<file path="src/logic/mips_config.svh">
`ifndef MIPS_CONFIG_SVH
`define MIPS_CONFIG_SVH

// instruction memory word-address width
`define IMEM_AW 6
// data memory word-address width
`define DMEM_AW 6
`define NUM_REGS 32

`endif

</file>
<file path="src/logic/data_mem.sv">
`include "mips_config.svh"

module data_mem (
  input  logic                clk,
  input  logic                rst_n,
  input  logic                we,
  input  logic [`DMEM_AW-1:0] addr,
  input  logic [31:0]         wdata,
  output logic [31:0]         rdata
);

  logic [31:0] mem [2**`DMEM_AW];

  assign rdata = mem[addr];

  always_ff @(posedge clk) begin
    if (!rst_n) begin
      for (int i = 0; i < 2**`DMEM_AW; i++) begin
        mem[i] <= '0;
      end
    end else if (we) begin
      mem[addr] <= wdata;
    end
  end

endmodule

</file>
<file path="config.mk">
export PLATFORM = sky130hd
export DESIGN_NAME = data_mem
export DESIGN_NICKNAME = d
export VERILOG_FILES = /design/src/logic/data_mem.sv
export VERILOG_INCLUDE_DIRS = /design/src /design/src/logic
export SDC_FILE = /design/constraint.sdc
export NUM_CORES = 2
export LEC_CHECK = 0
export BUFFER_PORTS_ARGS = -buffer_cell sky130_fd_sc_hd__clkbuf_2
export CAP_MARGIN = 40
export CORE_ASPECT_RATIO = 0.5
export CORE_MARGIN = 2
export CORE_UTILIZATION = 30
export CTS_CLUSTER_DIAMETER = 40
export CTS_CLUSTER_SIZE = 8
export DETAILED_ROUTE_END_ITERATION = 16
export GPL_ROUTABILITY_DRIVEN = 0
export PLACE_DENSITY = 0.54
export SYNTH_ARGS = -nofsm -noshare
export SYNTH_HDL_FRONTEND = slang
export SYNTH_SLANG_ARGS = --single-unit
</file>
<file path="constraint.sdc">
create_clock -name clk -period 6 [get_ports clk]
set_input_delay 0.9 -clock clk [delete_from_list [all_inputs] [get_ports clk]]
set_output_delay 0.9 -clock clk [all_outputs]
set_load 0.01 [all_outputs]
</file>
==> impl_metrics.toml <==
[power_and_ir_drop]
vdd_drop_max_v = 0.000215
p_leak_nw = 37.7
p_comb_share_pct = 7.9
p_per_area_nw_per_um2 = 328
switching_share_pct = 23.8
total_power_mw = 36.2
clkPwrFrac_pct = 45.9
seqPwrFrac_pct = 46.2
p_int_mw = 27.6
p_sw_mw = 8.61

[routing]
wire_per_inst_um = 29.8
route.detailed.drc = 0
drtPass1Iterations = 6
totalWireLength_mm = 335
drt-vias-per-instance = 5.42
drt_iter0_markers = 8140
vias = 61020
antenna_left = 0

[global_route]
track_usage_pct = 20.7
antenna_found_initial = 25
overflow = 0
grt_pass1_vias = 59035
grt_pass1_wl_mm = 469
grt_max_degree = 98

[floorplan]
core_area_um2 = 309000
pin_count = 73
start_util_pct = 30.2
fp.dieH_um = 398
fp-row-count = 144
dieArea_um2 = 316000
die_w_um = 793

[layout]
nNetsFinal = 7018
syn_to_final_growth_pct = 18.2
largest_register_ffs = 2048
post-route-util_pct = 35.7
top_regs = "mem (2048)"
drive_gt1_share_pct = 18.1
final_cells = 11249
regMostFlops = "mem"

[timing]
finalSetupTns_ns = 0
finalCritPeriodShare_pct = 93.7
drv_slew = 0
setup_viol_count_final = 0
max_freq_mhz = 178
fin_ws_ns = 0.378
rsz0062_at_grt = "no"
hold_violations = 0
period_needed_ns = 5.62
worst_pin_slew_ns = 1.02
slew_headroom_pct = 32.0

[logic_synthesis]
ys_warn_count = 0
synth-simple-area-share_pct = 17.6
yosysUniqueCellTypes = 63
syn-cell-area_um2 = 93300
synthFlopType = "edfxtp_1"
synth_top_family_by_area = "simple AND/OR/NAND/NOR gates"
synthAdderAreaFrac_pct = 0
synth-compound-area-share_pct = 8.73
synth_edf_count = 2048
synth_mux_area_share_pct = 4.41
syn_area_per_cell_um2 = 13.5
synth-async-reset-ratio_pct = 0
synth_seq_area_share_pct = 65.9
synth_cells = 6913
syn_nets = 6954
ys_ff_latch = 2048
synth_xor_area_share_pct = 0

[setup_path]
end_kind = "output pin"
worstPathMaxFanout = 70
worst-setup-path-type = "in2out"
critPathRequiredTime_ns = 5.10
cp_data_arrival_time_ns = 4.72
cp-start-kind = "input port"

[flow_run]
max_cap_viol_count = 0

[clock_network]
cts.path.max_buffers = 4
cts_made_buffers = 324
cts_root_buf = "clkbuf_16"
post_cts_buffers = 0
ctsResizeCount = 0
ctsHoldBuffers = 0
cts_tree = "yes"
clk_pin_slew_worst_paths_ns = 0.05
htree_levels = 5
clkSinkCount = 2048

[placement]
io_buffers = 72
dp_slack_ns = 0.323
dpl.hpwl_mm = 204
dp.cells = 10807

[min_path]
hold_path.class = "in2reg"

[status]
outcome = "completed"
-- power groups by stage --
stage	clock (mW)	sequential (mW)	combinational, mW
floorplan	0	16.9	1.32
CTS	16.8	16.7	2.82
global placement	0	16.9	2.75
detailed placement	0	17.0	2.82
global route	17.4	16.8	2.92
finish	16.6	16.7	2.85
-- synth_stat cells, drive strengths merged, types with 91 or more instances --
master | count | area [um2]
a221oi | 416 | 3640
a22oi | 157 | 1180
and2 | 2052 | 12800
buf | 168 | 793
clkbuf | 626 | 2350
edfxtp | 2048 | 61500
mux2 | 111 | 1250
mux2i | 97 | 971
nand2 | 98 | 368
nor2 | 91 | 342
nor3b | 95 | 718
o21ai | 190 | 951
o22ai | 91 | 569
-- cells by family (layout without fill, tap and decap cells) --
group,after synthesis,in the layout
flops,2048,2048
simple gates,2680,2680
buf+inv,797,965
compound gates,1096,1096
mux,292,292
other cells,0,7
-- per-layer routing --
| metal | part of all wire [%] | track usage [%] |
|---|---|---|
| met1 | 41 | 28.5 |
| met2 | 45 | 32.2 |
| met3 | 9.2 | 3.92 |
| met4 | 4.3 | 8.07 |
| met5 | 0.016 | 0 |
-- cells in the final DEF (no fill, tap or decap), types with 97 or more instances in the layout --
cell / n
and2_1: 2049
clkbuf_16: 333
edfxtp_1: 2048
buf_4: 383
nand2_1: 97
mux2i_1: 97
a22oi_1: 157
a221oi_1: 416
o21ai_0: 128
mux2_2: 111
-- per-stage QoR --
| stage | hold slack [ns] | cell area [um2] |
|---|---|---|
| finish | 0.594 | 110000 |
| floorplan | 1.36 | 93300 |
| detailed placement | 1.46 | 101000 |
| global route | 0.588 | 110000 |
| global placement | 1.45 | 100000 |
| CTS | 0.568 | 110000 |
-- critical path: stages --
cell and delay, ns:
buf_8 0.64, or4bb_1 0.61, buf_4 0.22, buf_4 0.12
a21o_1 0.10, o2111ai_1 0.40, buf_4 0.30, nor4_1 0.57
buf_4 0.24, nand4_1 0.30, clkbuf_2 0.24
-- final cells by class --
class | count | area (um2)
fill | 29331 | 198000
sequential | 2048 | 61500
multi-input combinational | 4068 | 29700
clock buffer | 354 | 8410
tap | 4161 | 5210
timing repair buffer | 532 | 4750
clock inverter | 76 | 701
inverter | 3 | 18.8
antenna | 7 | 17.5
-- path summary, 6_finish.rpt --
kind                  cells past startpoint  startpoint           to  slack (ns)
worst max-delay path                     11     addr[1]    rdata[25]        0.38
worst min-delay path                      2   wdata[11]  mem[33][11]        0.59
Note: power is estimated with default switching activity, not from simulation.
