--- src/logic/mips_config.svh ---
`ifndef MIPS_CONFIG_SVH
`define MIPS_CONFIG_SVH

// instruction memory word-address width
`define IMEM_AW 6
// data memory word-address width
`define DMEM_AW 6
`define NUM_REGS 32

`endif

--- src/logic/mips_pkg.sv ---
package mips_pkg;

  typedef enum logic [5:0] {
    SPECIAL = 6'h00,
    J       = 6'h02,
    JAL     = 6'h03,
    BEQ     = 6'h04,
    BNE     = 6'h05,
    ADDI    = 6'h08,
    ADDIU   = 6'h09,
    ORI     = 6'h0d,
    LUI     = 6'h0f,
    LW      = 6'h23,
    SW      = 6'h2b
  } opcode_e;

  // funct field, only meaningful under SPECIAL
  typedef enum logic [5:0] {
    FN_JR  = 6'h08,
    FN_ADD = 6'h20,
    FN_SUB = 6'h22,
    FN_AND = 6'h24,
    FN_OR  = 6'h25,
    FN_SLT = 6'h2a
  } funct_e;

  typedef enum logic [2:0] {
    ALU_ADD,
    ALU_SUB,
    ALU_AND,
    ALU_OR,
    ALU_SLT,
    ALU_LUI
  } alu_op_e;

  typedef enum logic [1:0] {
    BCU_NONE,
    BCU_EQ,
    BCU_NE
  } bcu_op_e;

  typedef enum logic [1:0] {
    JMP_NONE,
    JMP_IMM,
    JMP_REG
  } jump_e;

  typedef struct packed {
    opcode_e    op;
    logic [4:0] rs;
    logic [4:0] rt;
    logic [4:0] rd;
    logic [4:0] shamt;
    funct_e     funct;
  } r_fmt_t;

  typedef struct packed {
    opcode_e     op;
    logic [4:0]  rs;
    logic [4:0]  rt;
    logic [15:0] imm;
  } i_fmt_t;

  typedef struct packed {
    opcode_e     op;
    logic [25:0] target;
  } j_fmt_t;

  // one fetched word, viewed in any of the three formats
  typedef union packed {
    r_fmt_t r_fmt;
    i_fmt_t i_fmt;
    j_fmt_t j_fmt;
  } instr_t;

endpackage

--- src/logic/ctrl_if.sv ---
interface ctrl_if;
  import mips_pkg::*;

  logic    reg_write;
  logic    reg_dst;
  logic    jal;
  logic    mem_to_reg;
  logic    mem_write;
  logic    alu_src;
  alu_op_e alu_op;
  logic    load_upper;
  logic    zero_ext;
  jump_e   jump;
  bcu_op_e bcu_op;

  modport control (
    output reg_write, reg_dst, jal, mem_to_reg, mem_write, alu_src,
    output alu_op, load_upper, zero_ext, jump, bcu_op
  );

  modport fetch (input jump, jal, bcu_op);

  // jal also steers the link register and write data
  modport exec (
    input reg_write, reg_dst, jal, mem_to_reg, mem_write, alu_src,
    input alu_op, load_upper, zero_ext
  );

endinterface

--- src/logic/control_unit.sv ---
module control_unit (
  input mips_pkg::instr_t instr,
  ctrl_if.control         ctl
);
  import mips_pkg::*;

  logic op_ok;
  logic fn_ok;

  always_comb begin
    // supported funct codes
    case (instr.r_fmt.funct)
      FN_ADD, FN_SUB, FN_AND, FN_OR, FN_SLT, FN_JR: fn_ok = 1'b1;
      default: fn_ok = 1'b0;
    endcase

    // supported opcodes
    case (instr.r_fmt.op)
      SPECIAL: op_ok = fn_ok;
      J, JAL, BEQ, BNE, ADDI, ADDIU, ORI, LW, SW, LUI: op_ok = 1'b1;
      default: op_ok = 1'b0;
    endcase

    ctl.jal = (instr.j_fmt.op == JAL);

    case (instr.r_fmt.op)
      SPECIAL: ctl.reg_dst = 1'b1;
      default: ctl.reg_dst = 1'b0;
    endcase

    case (instr.r_fmt.op)
      J, JAL: ctl.jump = JMP_IMM;
      SPECIAL: ctl.jump = (instr.r_fmt.funct == FN_JR) ? JMP_REG : JMP_NONE;
      default: ctl.jump = JMP_NONE;
    endcase

    case (instr.r_fmt.op)
      BEQ: ctl.bcu_op = BCU_EQ;
      BNE: ctl.bcu_op = BCU_NE;
      default: ctl.bcu_op = BCU_NONE;
    endcase

    ctl.mem_to_reg = (instr.i_fmt.op == LW);
    ctl.mem_write = (instr.i_fmt.op == SW);
    ctl.zero_ext = (instr.i_fmt.op == ORI);
    ctl.load_upper = (instr.i_fmt.op == LUI);

    case (instr.r_fmt.op)
      SPECIAL: ctl.reg_write = (instr.r_fmt.funct != FN_JR);
      JAL, ADDI, ADDIU, ORI, LW, LUI: ctl.reg_write = 1'b1;
      default: ctl.reg_write = 1'b0;
    endcase

    case (instr.i_fmt.op)
      ADDI, ADDIU, ORI, LW, SW, LUI: ctl.alu_src = 1'b1;
      default: ctl.alu_src = 1'b0;
    endcase

    case (instr.r_fmt.op)
      ADDI, ADDIU, LW, SW: ctl.alu_op = ALU_ADD;
      ORI: ctl.alu_op = ALU_OR;
      LUI: ctl.alu_op = ALU_LUI;
      SPECIAL: begin
        case (instr.r_fmt.funct)
          FN_SUB: ctl.alu_op = ALU_SUB;
          FN_AND: ctl.alu_op = ALU_AND;
          FN_OR: ctl.alu_op = ALU_OR;
          FN_SLT: ctl.alu_op = ALU_SLT;
          default: ctl.alu_op = ALU_ADD;
        endcase
      end
      default: ctl.alu_op = ALU_ADD;
    endcase

    // undefined codes retire as a no-op
    if (!op_ok) begin
      ctl.reg_write = 1'b0;
      ctl.mem_write = 1'b0;
      ctl.jump = JMP_NONE;
    end
  end

endmodule

--- src/flat_wrapper.sv ---
// flat-port wrapper written by rule: the top's interface ports become plain ports
module control_unit_flat import mips_pkg::*;
  (instr, ctl_reg_write, ctl_reg_dst, ctl_jal, ctl_mem_to_reg, ctl_mem_write, ctl_alu_src, ctl_alu_op, ctl_load_upper, ctl_zero_ext, ctl_jump, ctl_bcu_op);
  ctrl_if ctl_i ();
  input mips_pkg::instr_t instr;
  output wire logic [$bits(ctl_i.reg_write)-1:0] ctl_reg_write;
  output wire logic [$bits(ctl_i.reg_dst)-1:0] ctl_reg_dst;
  output wire logic [$bits(ctl_i.jal)-1:0] ctl_jal;
  output wire logic [$bits(ctl_i.mem_to_reg)-1:0] ctl_mem_to_reg;
  output wire logic [$bits(ctl_i.mem_write)-1:0] ctl_mem_write;
  output wire logic [$bits(ctl_i.alu_src)-1:0] ctl_alu_src;
  output wire logic [$bits(ctl_i.alu_op)-1:0] ctl_alu_op;
  output wire logic [$bits(ctl_i.load_upper)-1:0] ctl_load_upper;
  output wire logic [$bits(ctl_i.zero_ext)-1:0] ctl_zero_ext;
  output wire logic [$bits(ctl_i.jump)-1:0] ctl_jump;
  output wire logic [$bits(ctl_i.bcu_op)-1:0] ctl_bcu_op;
  assign ctl_reg_write = ctl_i.reg_write;
  assign ctl_reg_dst = ctl_i.reg_dst;
  assign ctl_jal = ctl_i.jal;
  assign ctl_mem_to_reg = ctl_i.mem_to_reg;
  assign ctl_mem_write = ctl_i.mem_write;
  assign ctl_alu_src = ctl_i.alu_src;
  assign ctl_alu_op = ctl_i.alu_op;
  assign ctl_load_upper = ctl_i.load_upper;
  assign ctl_zero_ext = ctl_i.zero_ext;
  assign ctl_jump = ctl_i.jump;
  assign ctl_bcu_op = ctl_i.bcu_op;
  control_unit u_core (.instr(instr), .ctl(ctl_i));
endmodule
--- config.mk ---
export PLATFORM = sky130hd
export DESIGN_NAME = control_unit_flat
export DESIGN_NICKNAME = d
export VERILOG_FILES = /design/src/logic/mips_config.svh /design/src/logic/mips_pkg.sv /design/src/logic/ctrl_if.sv /design/src/logic/control_unit.sv /design/src/flat_wrapper.sv
export SDC_FILE = /design/constraint.sdc
export NUM_CORES = 1
export LEC_CHECK = 0
export BUFFER_PORTS_ARGS = -buffer_cell sky130_fd_sc_hd__buf_2
export CORE_AREA = 2 2 39 41
export DETAILED_ROUTE_END_ITERATION = 10
export DIE_AREA = 0 0 41 43
export PLACE_DENSITY = 0.73
export SETUP_SLACK_MARGIN = 0.3
export SLEW_MARGIN = 20
export SYNTH_ARGS = -nofsm -noshare
export SYNTH_HDL_FRONTEND = slang
export SYNTH_SLANG_ARGS = --single-unit
--- constraint.sdc ---
create_clock -name vclk -period 1.71
set_clock_uncertainty 0.2 [all_clocks]
set_input_delay 0.0855 -clock vclk [all_inputs]
set_output_delay 0.0855 -clock vclk [all_outputs]
set_load 0.02 [all_outputs]
==> run metrics <==
final core occ=0.501; worst vdd ir=approximately 0.081 mV; Mean Syn Cell Area=~6.6 µm²; setup ws final=0.0425 ns; pre-CTS setup slack=-0.0354 ns; final WL=about 1200 µm; type of the worst setup path=input pin to primary output; dpl cell area=599 µm²; sequential area share after synthesis=0; Power Density=162 nW/µm²; fin crit share=0.975; hold path start=instr[27]; DRT Pass-1 Iters=4; Netlist cell types=32; vias in the first global route=448; area delta synth->final=101%; Post-Syn Instances=52; initial antenna violation count=0; final critical-path required period=1.67 ns; Port Buf Inserts=27; Worst Max-Slew Pin Slew=0.274 ns; Fin Setup TNS=0 ns; post-route ant nets=0; register area=0 µm²; antenna cells=0; most frequent cells in the layout=buf_2 (18), buf_4 (16), nor2_1 (8); first-pass GRT wire length=1900 µm; Initial Util=0.250; routability cong.=0.910; Die Height=43 µm; row count=14; worst hold path type=input pin to primary output; Syn Nets=84; Vias/cell=5.09; seq_cells=0; overall power=0.000112 W; worst-path fanout max=2; final setup fails=0; GRT Total Usage=0.147; most common cell after layout, fill and taps aside=buf_2; share of layout cells above drive strength 1=0.629; status=complete, no violations; Arrival @ worst endpoint=1.38 ns; f_max=600 MHz; Fill cells=135; Yosys warnings=0; # clk buffers=0; max-cap viol count=0; Vias=534; Worst slew margin=0.817; largest net degree at the start of global routing=10; initial DRC count=5; Avg WL per Cell=11.6 µm; Leakage=between 0.3 and 0.4 nW; hpwl dp=roughly 900 µm; endpoints failing hold=0; hold path cells=3; Overflow after GRT=0; RSZ-0062 raised after global routing=true; Ports=47; Post-Syn Area=approximately 350 µm²; worst path required time=1.42 ns; fin nets=123; Pins Over Slew Limit=0; die width=slightly above 40 µm; detailed-route DRC error count=0; die area=1760 µm²; Startpoint Class=input pin; final instance area=693 µm²; Core ar.=1380 µm²; hold endpoint=ctl_zero_ext; Worst setup EP type=primary output
[cells by family (layout without fill, tap and decap cells)]
family,after synthesis,after routing,share of synthesized area
compound gates,12,12,0.236
buf+inv,5,42,0.0797
simple gates,35,35,0.685
[where the power goes]
| group | leakage (nW) | internal (W) | switching (W) | total [W] |
|---|---|---|---|---|
| Clock | 0 | 0 | 0 | 0 |
| Combinational | 0.316 | 0.0000530 | 0.0000591 | 0.000112 |
| Sequential | 0 | 0 | 0 | 0 |
| Total | 0.316 | 0.0000530 | 0.0000591 | 0.000112 |
[critical path, cell delays in order]
cell	delay, ns
buf_2	0.10
or3b_2	0.50
a211oi_2	0.25
o31ai_2	0.10
a22oi_2	0.18
buf_4	0.17
[metal layers]
layer	share of wire	vias to the layer above	GRT usage
li1	-	270	-
met1	0.41	246	0.222
met2	0.53	14	0.219
met3	0.033	4	0
met4	0.030	0	0.0467
met5	0	-	0
[synth_stat cells]
library cell / count / area, µm²
nor3b_2: 1 / 12.5
inv_1: 2 / 7.51
and3_1: 2 / 12.5
a31oi_1: 1 / 6.26
a211oi_1: 1 / 7.51
a22oi_1: 1 / 7.51
or4b_1: 1 / 10.0
o21ai_0: 2 / 10.0
nand2_1: 3 / 11.3
buf_2: 1 / 5.00
nor2_1: 9 / 33.8
o31ai_1: 1 / 7.51
nand4_1: 1 / 6.26
nor4b_4: 1 / 23.8
a31oi_2: 1 / 12.5
a31o_1: 1 / 8.76
nand3b_1: 1 / 7.51
and4_1: 1 / 8.76
and2_1: 3 / 18.8
nand4b_1: 2 / 17.5
o22ai_1: 1 / 6.26
a21oi_1: 2 / 10.0
or3b_2: 1 / 8.76
o21ai_1: 1 / 5.00
buf_6: 1 / 11.3
clkbuf_1: 1 / 3.75
nor2b_1: 1 / 6.26
or3_4: 1 / 11.3
nand2b_1: 2 / 12.5
nor4_2: 1 / 12.5
nor3_1: 3 / 15.0
nor3b_1: 1 / 7.51
[metrics by stage]
step | std cells | hold slack, ns
after floorplan | 52 | 0.00351
after global placement | 101 | 0.327
after detailed placement | 101 | 0.330
after CTS | 103 | 0.331
after global routing | 105 | 0.307
final | 105 | 0.286
[repair_timing]
action                                  CTS  global route
hold buffers                              0             0
gates cloned                              0             0
pin swaps                                 7             4
resized for setup                        13             7
setup buffers                             2             2
endpoints found under the setup margin    7            13
[cell type report]
| class | count | area, µm² | area share |
|---|---|---|---|
| Inverter | 2 | 7.51 | 0.0108 |
| Multi-Input combinational cell | 47 | 384 | 0.554 |
| Tap cell | 16 | 20.0 | 0.0289 |
| Timing Repair Buffer | 40 | 282 | 0.406 |
[worst max-delay path by stage]
stage,slack (ns),to,depth (start not counted),startpoint
after global placement,-0.03,ctl_reg_write,6,instr[31]
after global routing,-0.01,ctl_reg_write,6,instr[31]
after detailed placement,-0.04,ctl_reg_write,6,instr[31]
after floorplan,0.17,ctl_reg_write,5,instr[29]
final,0.04,ctl_reg_write,6,instr[2]
after CTS,0.05,ctl_alu_op[0],6,instr[31]
(Power assumes the default switching activity.)
