`config.mk`:
```
export PLATFORM = sky130hd
export DESIGN_NAME = alu
export DESIGN_NICKNAME = d
export VERILOG_FILES = /design/src/logic/mips_config.svh /design/src/logic/mips_pkg.sv /design/src/logic/alu.sv
export SDC_FILE = /design/constraint.sdc
export NUM_CORES = 1
export LEC_CHECK = 0
export BUFFER_PORTS_ARGS = -buffer_cell sky130_fd_sc_hd__buf_2
export CAP_MARGIN = 0
export CORE_MARGIN = 2
export CORE_UTILIZATION = 60
export DETAILED_ROUTE_END_ITERATION = 6
export GPL_ROUTABILITY_DRIVEN = 0
export PLACE_DENSITY = 0.85
export SKIP_LAST_GASP = 1
export SLEW_MARGIN = 30
export SYNTH_ARGS = -nofsm -noshare
export SYNTH_HDL_FRONTEND = slang
export SYNTH_SLANG_ARGS = --single-unit
```
`constraint.sdc`:
```
create_clock -name vclk -period 4.5
set_clock_uncertainty 0.05 [all_clocks]
set_input_delay 0.9 -clock vclk [all_inputs]
set_output_delay 0.9 -clock vclk [all_outputs]
set_load 0.1 [all_outputs]
```
`src/logic/mips_config.svh`:
```
`ifndef MIPS_CONFIG_SVH
`define MIPS_CONFIG_SVH

// instruction memory word-address width
`define IMEM_AW 6
// data memory word-address width
`define DMEM_AW 6
`define NUM_REGS 32

`endif

```
`src/logic/mips_pkg.sv`:
```
package mips_pkg;

  typedef enum logic [5:0] {
    SPECIAL = 6'h00,
    J       = 6'h02,
    JAL     = 6'h03,
    BEQ     = 6'h04,
    BNE     = 6'h05,
    ADDI    = 6'h08,
    ADDIU   = 6'h09,
    ORI     = 6'h0d,
    LUI     = 6'h0f,
    LW      = 6'h23,
    SW      = 6'h2b
  } opcode_e;

  // funct field, only meaningful under SPECIAL
  typedef enum logic [5:0] {
    FN_JR  = 6'h08,
    FN_ADD = 6'h20,
    FN_SUB = 6'h22,
    FN_AND = 6'h24,
    FN_OR  = 6'h25,
    FN_SLT = 6'h2a
  } funct_e;

  typedef enum logic [2:0] {
    ALU_ADD,
    ALU_SUB,
    ALU_AND,
    ALU_OR,
    ALU_SLT,
    ALU_LUI
  } alu_op_e;

  typedef enum logic [1:0] {
    BCU_NONE,
    BCU_EQ,
    BCU_NE
  } bcu_op_e;

  typedef enum logic [1:0] {
    JMP_NONE,
    JMP_IMM,
    JMP_REG
  } jump_e;

  typedef struct packed {
    opcode_e    op;
    logic [4:0] rs;
    logic [4:0] rt;
    logic [4:0] rd;
    logic [4:0] shamt;
    funct_e     funct;
  } r_fmt_t;

  typedef struct packed {
    opcode_e     op;
    logic [4:0]  rs;
    logic [4:0]  rt;
    logic [15:0] imm;
  } i_fmt_t;

  typedef struct packed {
    opcode_e     op;
    logic [25:0] target;
  } j_fmt_t;

  // one fetched word, viewed in any of the three formats
  typedef union packed {
    r_fmt_t r_fmt;
    i_fmt_t i_fmt;
    j_fmt_t j_fmt;
  } instr_t;

endpackage

```
`src/logic/alu.sv`:
```
module alu (
  input  mips_pkg::alu_op_e op,
  input  logic [31:0]       a,
  input  logic [31:0]       b,
  output logic [31:0]       result
);
  import mips_pkg::*;

  always_comb begin
    case (op)
      ALU_ADD: result = a + b;
      ALU_SUB: result = a - b;
      ALU_AND: result = a & b;
      ALU_OR: result = a | b;
      // signed compare
      ALU_SLT: result = {31'b0, $signed(a) < $signed(b)};
      ALU_LUI: result = {b[15:0], 16'b0};
      default: result = a + b;
    endcase
  end

endmodule

```
==> metrics.log, run 1 <==
[metrics] outcome: did not finish
[metrics] Failed at: global routing
[metrics] first error: [ERROR GRT-0116] Global routing finished with congestion. Check the congestion regions in the DRC Viewer.
[metrics] Synth area leader: ha_1
[metrics] number of standard-cell rows in the floorplan: 34
[metrics] floorplan die height: 98.0 um
[metrics] Mapped Cells: 844
[metrics] basic-gate share of the synthesized area counting and, or, nand and nor cells: 22.8%
[metrics] synthesized net count: 1009
[metrics] residual overflow from global routing: 15
[metrics] post-synthesis share of cell area spent on full adders, half adders and majority gates: 23.4%
[metrics] share of synthesized area occupied by flip-flops and latches: 0%
[metrics] area share of the leading cell type in the synthesized netlist: 22.6%
[metrics] pre-CTS setup slack: -396 ps
[metrics] complex-gate fraction of the synthesized area: 42.5%
[metrics] Syn Std Cell Area: 5310 um2
[metrics] multiplexer fraction of the synthesized cell area: 0.377%
[metrics] number of buffers inserted by hold repair at cts: 0
[metrics] post-synthesis area per instance: 6.29 um2
[metrics] XOR/XNOR share of the synthesized area: 0.330%
[metrics] number of unique standard cell types used by synthesis: 60
[metrics] main combinational cell family by area after synthesis: compound AO/OA/AOI/OAI gates
[metrics] effective utilization at floorplan: 61.4%
[metrics] Yosys Warn Count: 0
[metrics] placed wire-length estimate after detailed placement: 19.3 mm
[metrics] Global Route Usage Sum: 77.6%
[metrics] vias in the first global route: 10.6k
[metrics] largest cells by area after synthesis: ha_1, a21oi_1, inv_1, o21ai_0, nor2_1
[metrics] number of buffers inserted by port buffering: 99
[metrics] pin count of the biggest net entering global routing: 21
[metrics] global-route wire length before repair: 58.7 mm
[metrics] I/O pins: 99
[metrics] Die X-Extent: 98.0 um
[Yosys cell counts, types with 4 or more instances]
cell and instances:
and3_1 7, buf_2 9, clkbuf_1 33, nor4_1 8, a21o_1 19, o21ai_0 57
nand2_1 62, o211ai_1 8, a221o_1 10, inv_1 100, o21bai_1 17, nor2b_1 23
nand3_1 16, o21a_1 11, a22oi_1 5, a211oi_1 12, o31ai_1 7, nor3_1 25
a21oi_1 103, or2_2 6, buf_1 4, ha_1 96, a31oi_1 8, o22ai_1 26
nand2b_1 14, o221ai_1 8, nor2_1 76, a221oi_1 12
[layer usage]
metal  global-route usage, %  overflow
met5                    30.8         0
met3                    65.2         0
met2                    93.8         4
met1                    74.9         0
met4                    79.4        11
[cells by family after synthesis]
logic type / count (synthesis)
compound gates: 341
buf+inv: 147
xor+xnor: 2
fa+ha+maj: 98
mux: 2
simple gates: 254
[repair_timing]
action,4_1_cts
buffers inserted,15
gates resized for setup,89
setup endpoints to repair,17
pin swaps,38
[per-stage QoR]
stage                     cell area [um2]  hold WS [ps]  cells
after detailed placement             7710          2350   1159
after CTS                            8190          2350   1172
after global placement               7710          2350   1159
after floorplan                      5710          2160    844
==> run 2: changes to the inputs <==
--- a/config.mk
+++ b/config.mk
@@ -8,10 +8,10 @@
 export BUFFER_PORTS_ARGS = -buffer_cell sky130_fd_sc_hd__buf_2
 export CAP_MARGIN = 0
 export CORE_MARGIN = 2
-export CORE_UTILIZATION = 60
+export CORE_UTILIZATION = 40
 export DETAILED_ROUTE_END_ITERATION = 6
 export GPL_ROUTABILITY_DRIVEN = 0
-export PLACE_DENSITY = 0.85
+export PLACE_DENSITY_LB_ADDON = 0.15
 export SKIP_LAST_GASP = 1
 export SLEW_MARGIN = 30
 export SYNTH_ARGS = -nofsm -noshare
==> run 2 against run 1 <==
Effect of this change:
- synthesized area did not move
- synthesized cell count did not move
- the flow now finishes, with violations (DRC, setup timing)
==> metrics.log, run 2 <==
[metrics] outcome: complete, but fails checks
[metrics] violated checks: DRC, setup timing
[metrics] worst path required time: 3550 ps
[metrics] power density over the cells: 198 nW/um2
[metrics] top cells by instance count after synthesis: a21oi_1, inv_1, ha_1
[metrics] share of synthesized area occupied by flip-flops and latches: 0%
[metrics] Worst IR Drop VDD: 0.000131 V
[metrics] global-route wire length before repair: 36.2 mm
[metrics] Mapped Cells: 844
[metrics] clock buf count: 0
[metrics] routed wl met2: 11.0 mm
[metrics] Global Route Usage Sum: 31.2%
[metrics] sum of internal, switching and leakage power: 1.77 mW
[metrics] share of post-route cells with drive strength above 1: 41.3%
[metrics] least setup slack across all paths after layout: -109 ps
[metrics] number of unique standard cell types used by synthesis: 60
[metrics] vias in the first global route: 7185
[metrics] wire length the detailed router placed on met1: 9.70 mm
[metrics] WL/cell: 18.9 um
[metrics] Syn Std Cell Area: 5310 um2
[metrics] RSZ-0062 raised after global routing: true
[metrics] reported leakage power: 4.19 nW
[metrics] worst hold path cell count: 4
[metrics] antenna viol nets, final: 0
[metrics] Critical Setup Path Class: input pin to output port
[metrics] relative max-transition margin: 55.8%
[metrics] synthesis-to-layout area growth: 68.2%
[metrics] floorplan die height: 119 um
[metrics] final std cell area, no fill: 8930 um2
[metrics] total via count in the routed design: 7622
[metrics] uppermost signal routing layer after detailed routing: met4
[metrics] setup TNS: -394 ps
[metrics] Cell Count Post-Placement: 1258
[metrics] sequential cell area in the final layout: 0 um2
[metrics] Fillers: 1123
[metrics] number of buffers inserted by port buffering: 99
[metrics] Fin Hold WS: 2340 ps
[metrics] path class of the lowest-slack min-delay path: input pin to output port
[metrics] commonest cells after routing, fill and taps aside: buf_4, a21oi_1, inv_1
[metrics] area share of the leading cell type in the synthesized netlist: 22.6%
[metrics] number of standard-cell rows in the floorplan: 42
[metrics] Die X-Extent: 119 um
[metrics] largest cells by area after synthesis: ha_1, a21oi_1, inv_1, o21ai_0, nor2_1
[metrics] CP Launch Type: input pin
[metrics] mean number of vias per cell: 5.98
[metrics] top achievable clock speed: 217 MHz
[metrics] final wirelength: 24.0 mm
[metrics] first-pass iteration count of the detailed router: 7
[metrics] area of the die: 14200 um2
[metrics] Core Box Area: 13100 um2
[metrics] post-synthesis area per instance: 6.29 um2
[metrics] total placed instance area: 8030 um2
[metrics] # DRC: 2
[metrics] violation count after the first detailed-routing iteration: 899
[metrics] Diodes inserted: 0
[metrics] critical path capture point type: output port
[metrics] residual overflow from global routing: 0
[metrics] number of endpoints with negative hold slack in the final report: 0
[metrics] I/O pins: 99
[metrics] Final Slew Violations: 0
[metrics] non-filler instance count after layout: 1274
[metrics] most common cell after layout, fill and taps aside: buf_4
[metrics] most instantiated library cell after synthesis: a21oi_1
[metrics] initial antenna violation count: 0
[metrics] fin crit share: 102%
[metrics] met3 wirelength from detailed routing: 2.21 mm
[metrics] setup violation total in the final timing report: 6
[metrics] count of flip-flops and latches: 0
[metrics] pin count of the biggest net entering global routing: 21
[metrics] placed wire-length estimate after detailed placement: 18.2 mm
[metrics] arrival time at the worst endpoint: 3660 ps
[metrics] synthesized net count: 1009
[metrics] Synth area leader: ha_1
[metrics] effective utilization at floorplan: 40.6%
[metrics] net count reported at finish: 1265
[metrics] max-capacitance violation count: 0
[metrics] Yosys Warn Count: 0
[metrics] Max FO, Critical Path: 4
[metrics] min cycle time layout: 4610 ps
[metrics] measured slew at the worst slew-check pin: 661 ps
==> run 2: path summary, 6_finish.rpt <==
path / startpoint / end / slack, ps
hold / removal: b[8] / result[24] / 2340
setup / recovery: a[0] / result[29] / -110
==> run 2: repair_timing <==
action / in CTS / in global routing
setup endpoints to repair: 13 / 17
pin swaps: 39 / 45
gates resized for setup: 92 / 83
hold buffers: 0 / 0
setup buffers: 6 / 13
==> run 2: worst max-delay path: stages <==
cell	delay, ps
buf_8	100
ha_4	150
buf_4	130
a211oi_4	80
nor4_4	400
nor4_4	110
o31a_1	330
o41ai_4	200
buf_4	200
a41oi_2	130
a2111o_1	480
nand3b_1	150
nand3_4	90
buf_12	190
==> run 2: layer usage <==
metal / GRT usage [%] / vias to the layer above
met3: 3.26 / 86
met1: 40.9 / 3520
li1: - / 3560
met5: 0 / -
met2: 52.4 / 456
met4: 12.2 / 0
==> run 2: cell families after synthesis <==
group | count (synthesis) | synth area share (%)
muxes | 2 | 0.377
buffers and inverters | 147 | 10.6
adders and majority gates | 98 | 23.4
xor gates and xnor gates | 2 | 0.330
and+or+nand+nor | 254 | 22.8
AOI/OAI and AO/OA | 341 | 42.5
==> run 2: stage by stage <==
step	setup WS, ps	util, %
floorplan	-406	-
global placement	-303	61.4
detailed placement	-406	61.4
CTS	-80.0	64.7
global route	-195	68.2
finish	-109	68.2
==> run 2: power breakdown <==
group | switching, mW | internal, mW | leakage, nW | total, mW
Sequential | 0 | 0 | 0 | 0
Combinational | 1.06 | 0.710 | 4.19 | 1.77
Clock | 0 | 0 | 0 | 0
Total | 1.06 | 0.710 | 4.19 | 1.77
==> run 2: cell type report <==
| cell class | count | area, um2 | area share, % |
|---|---|---|---|
| well taps | 176 | 220 | 2.47 |
| multi-input cells | 697 | 5690 | 63.8 |
| repair buffers | 300 | 2590 | 29.0 |
| inverters | 101 | 429 | 4.81 |
(Power assumes the default switching activity.)
==> run 3: changes to the inputs <==
--- a/config.mk
+++ b/config.mk
@@ -7,6 +7,8 @@
 export LEC_CHECK = 0
 export BUFFER_PORTS_ARGS = -buffer_cell sky130_fd_sc_hd__buf_2
 export CAP_MARGIN = 0
+export CELL_PAD_IN_SITES_DETAIL_PLACEMENT = 1
+export CELL_PAD_IN_SITES_GLOBAL_PLACEMENT = 1
 export CORE_MARGIN = 2
 export CORE_UTILIZATION = 40
 export DETAILED_ROUTE_END_ITERATION = 6
==> run 3 against run 2 <==
Effect of this change:
- the run now fails in global routing
- synthesized area is the same
- synthesized cell count is the same
==> metrics.log, run 3 <==
[metrics] pin count of the biggest net entering global routing: 27
[metrics] share of synthesized area occupied by flip-flops and latches: 0%
[metrics] worst endpoint type: primary output
[metrics] number of standard-cell rows in the floorplan: 42
[metrics] effective utilization at floorplan: 40.6%
[metrics] first error: [ERROR GRT-0232] Routing congestion too high. Check the congestion heatmap in the GUI.
[metrics] critical endpoint after global-route timing repair: result[29]
[metrics] Die X-Extent: 119 um
[metrics] Syn Std Cell Area: 5310 um2
[metrics] Global Route Usage Sum: 91.7%
[metrics] Failed at: global routing
[metrics] area share of the leading cell type in the synthesized netlist: 22.6%
[metrics] number of buffers inserted by port buffering: 99
[metrics] Yosys Warn Count: 0
[metrics] Cell Count Post-Placement: 1255
[metrics] synthesized net count: 1009
[metrics] placed wire-length estimate after detailed placement: 23.6 mm
[metrics] Mapped Cells: 844
[metrics] total placed instance area: 8010 um2
[metrics] I/O pins: 99
[metrics] top cells by instance count after synthesis: a21oi_1, inv_1, ha_1
[metrics] largest cells by area after synthesis: ha_1, a21oi_1, inv_1, o21ai_0, nor2_1
[metrics] floorplan die height: 119 um
[metrics] outcome: did not finish
[metrics] post-synthesis area per instance: 6.29 um2
[metrics] Synth area leader: ha_1
[metrics] number of unique standard cell types used by synthesis: 60
[metrics] residual overflow from global routing: 626
[metrics] most instantiated library cell after synthesis: a21oi_1
## run 3: cell counts after synthesis
Identical to the previous run, type by type.
## run 3: timing repair
item / 4_1_cts
pin swaps: 56
buffers inserted: 19
endpoints found under the setup margin: 21
hold buffers: 0
resized for setup: 143
endpoints found under the hold margin: 0
## run 3: per-layer routing
metal | track usage, % | GRT overflow
met5 | 24.6 | 0
met3 | 70.5 | 1
met4 | 104 | 180
met2 | 113 | 436
met1 | 88.0 | 9
## run 3: metrics by stage
step           setup slack (ps)  hold WS (ps)  util, %  setup TNS (ps)
2_1_floorplan              -406          2160        -            -773
3_3_place_gp               -353          2330     61.2           -2520
3_5_place_dp               -528          2350     61.2           -4540
4_1_cts                    -112          2260     67.0            -474
## run 3: cells by family after synthesis
| logic type | share of synthesized area [%] |
|---|---|
| AND/OR/NAND/NOR | 22.8 |
| adder cells (fa/ha/maj) | 23.4 |
| AO/OA/AOI/OAI | 42.5 |
| buffers and inverters | 10.6 |
| multiplexers | 0.377 |
| XOR/XNOR | 0.330 |
