### src/logic/mips_config.svh
`ifndef MIPS_CONFIG_SVH
`define MIPS_CONFIG_SVH

// instruction memory word-address width
`define IMEM_AW 6
// data memory word-address width
`define DMEM_AW 6
`define NUM_REGS 32

`endif

### src/logic/mips_pkg.sv
package mips_pkg;

  typedef enum logic [5:0] {
    SPECIAL = 6'h00,
    J       = 6'h02,
    JAL     = 6'h03,
    BEQ     = 6'h04,
    BNE     = 6'h05,
    ADDI    = 6'h08,
    ADDIU   = 6'h09,
    ORI     = 6'h0d,
    LUI     = 6'h0f,
    LW      = 6'h23,
    SW      = 6'h2b
  } opcode_e;

  // funct field, only meaningful under SPECIAL
  typedef enum logic [5:0] {
    FN_JR  = 6'h08,
    FN_ADD = 6'h20,
    FN_SUB = 6'h22,
    FN_AND = 6'h24,
    FN_OR  = 6'h25,
    FN_SLT = 6'h2a
  } funct_e;

  typedef enum logic [2:0] {
    ALU_ADD,
    ALU_SUB,
    ALU_AND,
    ALU_OR,
    ALU_SLT,
    ALU_LUI
  } alu_op_e;

  typedef enum logic [1:0] {
    BCU_NONE,
    BCU_EQ,
    BCU_NE
  } bcu_op_e;

  typedef enum logic [1:0] {
    JMP_NONE,
    JMP_IMM,
    JMP_REG
  } jump_e;

  typedef struct packed {
    opcode_e    op;
    logic [4:0] rs;
    logic [4:0] rt;
    logic [4:0] rd;
    logic [4:0] shamt;
    funct_e     funct;
  } r_fmt_t;

  typedef struct packed {
    opcode_e     op;
    logic [4:0]  rs;
    logic [4:0]  rt;
    logic [15:0] imm;
  } i_fmt_t;

  typedef struct packed {
    opcode_e     op;
    logic [25:0] target;
  } j_fmt_t;

  // one fetched word, viewed in any of the three formats
  typedef union packed {
    r_fmt_t r_fmt;
    i_fmt_t i_fmt;
    j_fmt_t j_fmt;
  } instr_t;

endpackage

### src/logic/ctrl_if.sv
interface ctrl_if;
  import mips_pkg::*;

  logic    reg_write;
  logic    reg_dst;
  logic    jal;
  logic    mem_to_reg;
  logic    mem_write;
  logic    alu_src;
  alu_op_e alu_op;
  logic    load_upper;
  logic    zero_ext;
  jump_e   jump;
  bcu_op_e bcu_op;

  modport control (
    output reg_write, reg_dst, jal, mem_to_reg, mem_write, alu_src,
    output alu_op, load_upper, zero_ext, jump, bcu_op
  );

  modport fetch (input jump, jal, bcu_op);

  // jal also steers the link register and write data
  modport exec (
    input reg_write, reg_dst, jal, mem_to_reg, mem_write, alu_src,
    input alu_op, load_upper, zero_ext
  );

endinterface

### src/logic/fetch_unit.sv
`include "mips_config.svh"

module fetch_unit (
  input  logic                clk,
  input  logic                rst_n,
  input  logic                run,
  input  logic                load_en,
  input  logic [`IMEM_AW-1:0] load_addr,
  input  logic [31:0]         load_data,
  ctrl_if.fetch               ctl,
  input  logic [31:0]         rs_data,
  input  logic [31:0]         rt_data,
  output mips_pkg::instr_t    instr,
  output logic [31:0]         pc,
  output logic [31:0]         pc_plus4
);
  import mips_pkg::*;

  logic [31:0] imem [2**`IMEM_AW];
  logic        br_taken;
  logic        jump_imm;
  logic [31:0] br_target;
  logic [31:0] jmp_target;
  logic [31:0] next_pc;

  // program load only while the core is halted
  always_ff @(posedge clk) begin
    if (load_en && !run) begin
      imem[load_addr] <= load_data;
    end
  end

  assign instr = imem[pc[`IMEM_AW+1:2]];
  assign pc_plus4 = pc + 32'd4;

  always_comb begin
    case (ctl.bcu_op)
      BCU_EQ: br_taken = (rs_data == rt_data);
      BCU_NE: br_taken = (rs_data != rt_data);
      default: br_taken = 1'b0;
    endcase
  end

  assign br_target = pc_plus4 + {{14{instr.i_fmt.imm[15]}}, instr.i_fmt.imm, 2'b00};
  assign jmp_target = {pc_plus4[31:28], instr.j_fmt.target, 2'b00};
  // jal always takes the region target
  assign jump_imm = (ctl.jump == JMP_IMM) || ctl.jal;

  always_comb begin
    if (jump_imm) begin
      next_pc = jmp_target;
    end else if (ctl.jump == JMP_REG) begin
      next_pc = {rs_data[31:2], 2'b00};
    end else if (br_taken) begin
      next_pc = br_target;
    end else begin
      next_pc = pc_plus4;
    end
  end

  always_ff @(posedge clk) begin
    if (!rst_n) begin
      pc <= '0;
    end else if (run) begin
      pc <= next_pc;
    end
  end

endmodule

### src/flat_wrapper.sv
// flat-port wrapper written by rule: the top's interface ports become plain ports
module fetch_unit_flat import mips_pkg::*;
  (clk, rst_n, run, load_en, load_addr, load_data, rs_data, rt_data, instr, pc, pc_plus4, ctl_jump, ctl_jal, ctl_bcu_op);
  ctrl_if ctl_i ();
  input  logic clk;
  input  logic rst_n;
  input  logic run;
  input  logic load_en;
  input  logic [`IMEM_AW-1:0] load_addr;
  input  logic [31:0] load_data;
  input  logic [31:0] rs_data;
  input  logic [31:0] rt_data;
  output mips_pkg::instr_t instr;
  output logic [31:0] pc;
  output logic [31:0] pc_plus4;
  input wire logic [$bits(ctl_i.jump)-1:0] ctl_jump;
  input wire logic [$bits(ctl_i.jal)-1:0] ctl_jal;
  input wire logic [$bits(ctl_i.bcu_op)-1:0] ctl_bcu_op;
  assign ctl_i.jump = ctl_jump;
  assign ctl_i.jal = ctl_jal;
  assign ctl_i.bcu_op = ctl_bcu_op;
  fetch_unit u_core (.clk(clk), .rst_n(rst_n), .run(run), .load_en(load_en), .load_addr(load_addr), .load_data(load_data), .ctl(ctl_i), .rs_data(rs_data), .rt_data(rt_data), .instr(instr), .pc(pc), .pc_plus4(pc_plus4));
endmodule
### config.mk
export PLATFORM = sky130hd
export DESIGN_NAME = fetch_unit_flat
export DESIGN_NICKNAME = d
export VERILOG_FILES = /design/src/logic/mips_pkg.sv /design/src/logic/ctrl_if.sv /design/src/logic/fetch_unit.sv /design/src/flat_wrapper.sv
export VERILOG_INCLUDE_DIRS = /design/src /design/src/logic
export SDC_FILE = /design/constraint.sdc
export NUM_CORES = 2
export LEC_CHECK = 0
export ABC_AREA = 0
export ABC_CLOCK_PERIOD_IN_PS = 6500
export BUFFER_PORTS_ARGS = -buffer_cell sky130_fd_sc_hd__buf_2
export CAP_MARGIN = 10
export CORE_ASPECT_RATIO = 2
export CORE_MARGIN = 2
export CORE_UTILIZATION = 45
export DETAILED_ROUTE_END_ITERATION = 8
export HOLD_SLACK_MARGIN = 0.15
export PLACE_DENSITY = 0.62
export SYNTH_ARGS = -nofsm -noshare
export SYNTH_HDL_FRONTEND = slang
export SYNTH_SLANG_ARGS = --single-unit
### constraint.sdc
create_clock -name clk -period 6.5 [get_ports clk]
set_input_delay 0.65 -clock clk [delete_from_list [all_inputs] [get_ports clk]]
set_output_delay 0.65 -clock clk [all_outputs]
set_load 0.05 [all_outputs]
==> results.txt <==
The cell area that synthesis handed to floorplanning was 82200 sq um. Dividing the detail-routed via count by the number of cells gives 6.34. The count of nets left with antenna violations once routing finished came out at 0.

The count of flip-flops with a built-in enable after synthesis came out at 2048. Subtracting the final worst setup slack from the clock period gives 6.22 ns. The simple logic cell fraction of the synthesized area was 0.0166. Relative to the synthesized area, the layout overhead comes to 12.8%.

The number of placed cells counting well taps is 6119. Setup repair after global routing left no endpoint under its margin. The number of max-capacitance violations reported came out at 0.

The logs give 6 for the total iterations of the first detailed-routing run and 0 for the total DRC errors in the routed layout. The parity-gate share of the synthesized area counting xor and xnor cells was 0.00906; the share of the synthesized area in compound gates (AO/OA/AOI/OAI) was 0.0172. The arithmetic-cell share of the synthesized area counting full adders, half adders and majority gates came out at 0.00481. The post-place instance area came out at 87300 sq um. The clock reaches the later pin of the worst-skew pair after 0.83 ns.

The total area inside the core boundary comes to 181000 sq um. The die covers 186000 sq um. Buffers placed on the I/O ports in this run total 202. For the pin with the worst max-slew slack, the measured transition is 1.38 ns.

Static timing analysis puts the maximum clock frequency at 161 MHz. Across all setup checks in the final design, the least slack found is 0.280 ns. After technology mapping, the gate count stands at 3602. For the standby leakage power, the log shows 28.5 nW. The run finished with clean final reports. For this design the top-level I/O count stands at 207.

The die height is 608 um. Synthesis instantiated 70 different standard cells from the library. Main combinational cell family by area after synthesis: multiplexers. The congestion estimate from routability-driven global placement came to 0.974. The number of antenna violations at the first check in global routing was 29; the share of synthesized registers carrying an async set or reset was 0.

The share of the clock period used by the worst path is 0.957, and the number of sinks driven by the clock tree is 2084. Of all nets on the critical path, the largest fanout is 28. Setup violations remaining at the end of the flow were counted as 0. The logs give 6.94 ns for the data arrival at the endpoint of the critical path and 41400 for the via count of the first global-routing pass.

For the count of final hold-check violations, the log shows 0. The run gives 0.757 as the share of synthesized area occupied by flip-flops and latches. The fraction of layout cells with a size suffix above 1 is 0.330, and the row count is 221. Worst reg-to-reg setup slack: 0.28 ns. After clock tree synthesis, the clock-pin slew on the worst setup and hold paths is 0.07 ns.

The H-tree was split into 4 levels. Leaving out fill and tap cells, the most frequent cell in the layout is sky130_fd_sc_hd__edfxtp_1. Prior to clock tree synthesis, the placed netlist has a worst setup slack of 0.605 ns. After legalization and detailed placement, the total HPWL measured 140 mm. CTS placed an instance of sky130_fd_sc_hd__clkbuf_16 at the clock tree root.

STA puts the critical path data required time at 7.22 ns. After the first detailed-routing iteration, the DRC count stood at 4777. Dividing total power by cell area gives a power density of 313 nW/um^2. Summing over every cut layer, the via total after detailed routing is 40800. The overall routing resource usage is 0.255, and the count of buffers added by post-CTS timing repair for setup is 0. Measured along the x axis, the die boundary spans 306 um. The average wire per cell in the routed design was 37.0 um; the starting density of the core was 0.453.

Summed over all layers, the routed wires come to 238 mm. Entering global routing, the biggest net connects 65 pins. In the layout the commonest cells are sky130_fd_sc_hd__edfxtp_1, sky130_fd_sc_hd__mux4_2, sky130_fd_sc_hd__buf_2.

Buffers inserted during clock tree synthesis total 176. The tools report the headroom to the max-slew limit as 0.0764. The category of the most critical setup path was flop to flop. For this run the aggregate overflow at the end of global routing stands at 0. TritonCTS built the clock tree. The wire length of the first global-routing pass is 329 mm.

Number of buffers inserted by hold repair at cts: 0. STA classifies the critical path startpoint as a flop. The most used flip-flop cell after synthesis is sky130_fd_sc_hd__edfxtp_1. The total negative setup slack is 0 ns.

For the warning count from the yosys run, the log shows 0. The max-slew violation count is 0, and the total number of nets in the final design is 4098. The number of instances resized during post-cts repair was 0.

The number of buffers between clock root and the deepest sink was 4. The worst setup path is captured at a flop. The run gives 6433 as the number of standard cells in the layout, taps in and fillers out. Average footprint of a synthesized cell: 22.8 sq um.

The multiplexer area fraction after synthesis came out at 0.184. The run gives 92700 sq um as the post-route cell area. The total power of the final layout is 0.0290 W. For the final database, setup skew stands at 0.0570 ns.

After synthesis the netlist holds a flip-flop and latch count of 2084. Across the VDD grid, the largest voltage drop is 0.216 mV. The min-delay analysis places its worst path in the category input pin to flop.
-- layer usage --
layer | track usage | share of wire | wire, um | vias up
met5 | 0 | 0.00048 | 115 | -
met4 | 0.111 | 0.048 | 11500 | 16
met3 | 0.0499 | 0.075 | 18000 | 528
met2 | 0.451 | 0.53 | 125000 | 1922
met1 | 0.304 | 0.35 | 83300 | 22200
li1 | - | - | - | 16100
-- power breakdown --
group / switching, W / total (W) / leakage (nW) / internal, W
Combinational: 0.00228 / 0.00368 / 7.13 / 0.00141
Clock: 0.00479 / 0.0104 / 2.65 / 0.00561
Sequential: 0.000113 / 0.0149 / 18.7 / 0.0148
Total: 0.00718 / 0.0290 / 28.5 / 0.0218
-- cell usage after synthesis, types with 3 or more instances --
library cell / number / area, sq um
sky130_fd_sc_hd__nor3_1: 11 / 55.1
sky130_fd_sc_hd__o32ai_1: 3 / 26.3
sky130_fd_sc_hd__a31oi_1: 4 / 25.0
sky130_fd_sc_hd__and2_1: 3 / 18.8
sky130_fd_sc_hd__nand2_1: 55 / 206
sky130_fd_sc_hd__buf_1: 23 / 86.3
sky130_fd_sc_hd__nor2b_1: 10 / 62.6
sky130_fd_sc_hd__mux4_2: 655 / 14800
sky130_fd_sc_hd__edfxtp_1: 2048 / 61500
sky130_fd_sc_hd__nand4_1: 20 / 125
sky130_fd_sc_hd__buf_2: 65 / 325
sky130_fd_sc_hd__xnor2_1: 31 / 272
sky130_fd_sc_hd__mux2_2: 10 / 113
sky130_fd_sc_hd__o211ai_1: 10 / 75.1
sky130_fd_sc_hd__and3_1: 11 / 68.8
sky130_fd_sc_hd__o21a_1: 7 / 52.6
sky130_fd_sc_hd__o221ai_1: 6 / 52.6
sky130_fd_sc_hd__nand2b_1: 10 / 62.6
sky130_fd_sc_hd__o21ai_0: 55 / 275
sky130_fd_sc_hd__nand3_1: 18 / 90.1
sky130_fd_sc_hd__a21oi_1: 71 / 355
sky130_fd_sc_hd__ha_1: 30 / 375
sky130_fd_sc_hd__buf_6: 5 / 56.3
sky130_fd_sc_hd__or3_1: 4 / 25.0
sky130_fd_sc_hd__buf_4: 13 / 97.6
sky130_fd_sc_hd__a21o_1: 15 / 113
sky130_fd_sc_hd__xor2_1: 54 / 473
sky130_fd_sc_hd__clkbuf_1: 82 / 308
sky130_fd_sc_hd__nor4_1: 8 / 50.1
sky130_fd_sc_hd__nand3b_1: 8 / 60.1
sky130_fd_sc_hd__nor2_1: 111 / 417
sky130_fd_sc_hd__mux2i_1: 27 / 270
sky130_fd_sc_hd__inv_1: 13 / 48.8
sky130_fd_sc_hd__a211oi_1: 14 / 105
sky130_fd_sc_hd__o21ai_1: 4 / 20.0
sky130_fd_sc_hd__a2111oi_0: 3 / 26.3
sky130_fd_sc_hd__and4_1: 6 / 52.6
sky130_fd_sc_hd__a32oi_1: 5 / 43.8
sky130_fd_sc_hd__dfxtp_1: 36 / 721
-- registers in the layout, indices dropped and copies added (netlist names), named ones only --
register / flops
u_core.imem: 2048
u_core.pc: 30
-- path summary, 6_finish.rpt --
path                                     end  cells past startpoint                        from
setup / recovery  u_core.pc[27]$_SDFFE_PN0P_                     15                        flop
hold / removal    u_core.pc[16]$_SDFFE_PN0P_                      3                 rs_data[16]
setup reg to reg  u_core.pc[27]$_SDFFE_PN0P_                     15                        flop
hold reg to reg   u_core.pc[24]$_SDFFE_PN0P_                      2  u_core.pc[24]$_SDFFE_PN0P_
-- per-stage QoR --
stage	hold WS (ns)	utilization
5_1_grt	0.217	0.511
6_report	0.187	0.511
2_1_floorplan	0.728	-
4_1_cts	0.156	0.511
3_3_place_gp	0.542	0.481
3_5_place_dp	0.543	0.481
-- cell families after synthesis --
| group | after synthesis |
|---|---|
| AND/OR/NAND/NOR | 284 |
| adder cells (fa/ha/maj) | 31 |
| flip-flops | 2084 |
| buffers and inverters | 201 |
| other | 1 |
| AO/OA/AOI/OAI | 224 |
| XOR/XNOR | 85 |
| multiplexers | 692 |
-- worst max-delay path, stage by stage (launching register included) --
cell	delay (ns)
sky130_fd_sc_hd__dfxtp_4	0.69
sky130_fd_sc_hd__buf_12	0.34
sky130_fd_sc_hd__buf_4	0.33
sky130_fd_sc_hd__mux4_2	0.54
sky130_fd_sc_hd__mux4_2	0.46
sky130_fd_sc_hd__mux4_2	0.60
sky130_fd_sc_hd__ha_1	0.44
sky130_fd_sc_hd__a21oi_1	0.11
sky130_fd_sc_hd__o21ai_0	0.49
sky130_fd_sc_hd__a211oi_1	0.17
sky130_fd_sc_hd__a21oi_1	0.58
sky130_fd_sc_hd__o21ai_0	0.51
sky130_fd_sc_hd__o21ai_0	0.34
sky130_fd_sc_hd__xnor2_1	0.15
sky130_fd_sc_hd__nor2_1	0.06
sky130_fd_sc_hd__a311o_1	0.31
-- cell type report --
type	instances	area, sq um
multi-input combinational	1320	19600
tap	2341	2930
clock inverter	103	932
fill	14100	88700
clock buffer	203	4530
sequential	2084	62200
antenna	8	20.0
timing repair buffer	361	2490
inverter	13	48.8
No activity file was read; power rests on OpenSTA's default activity.
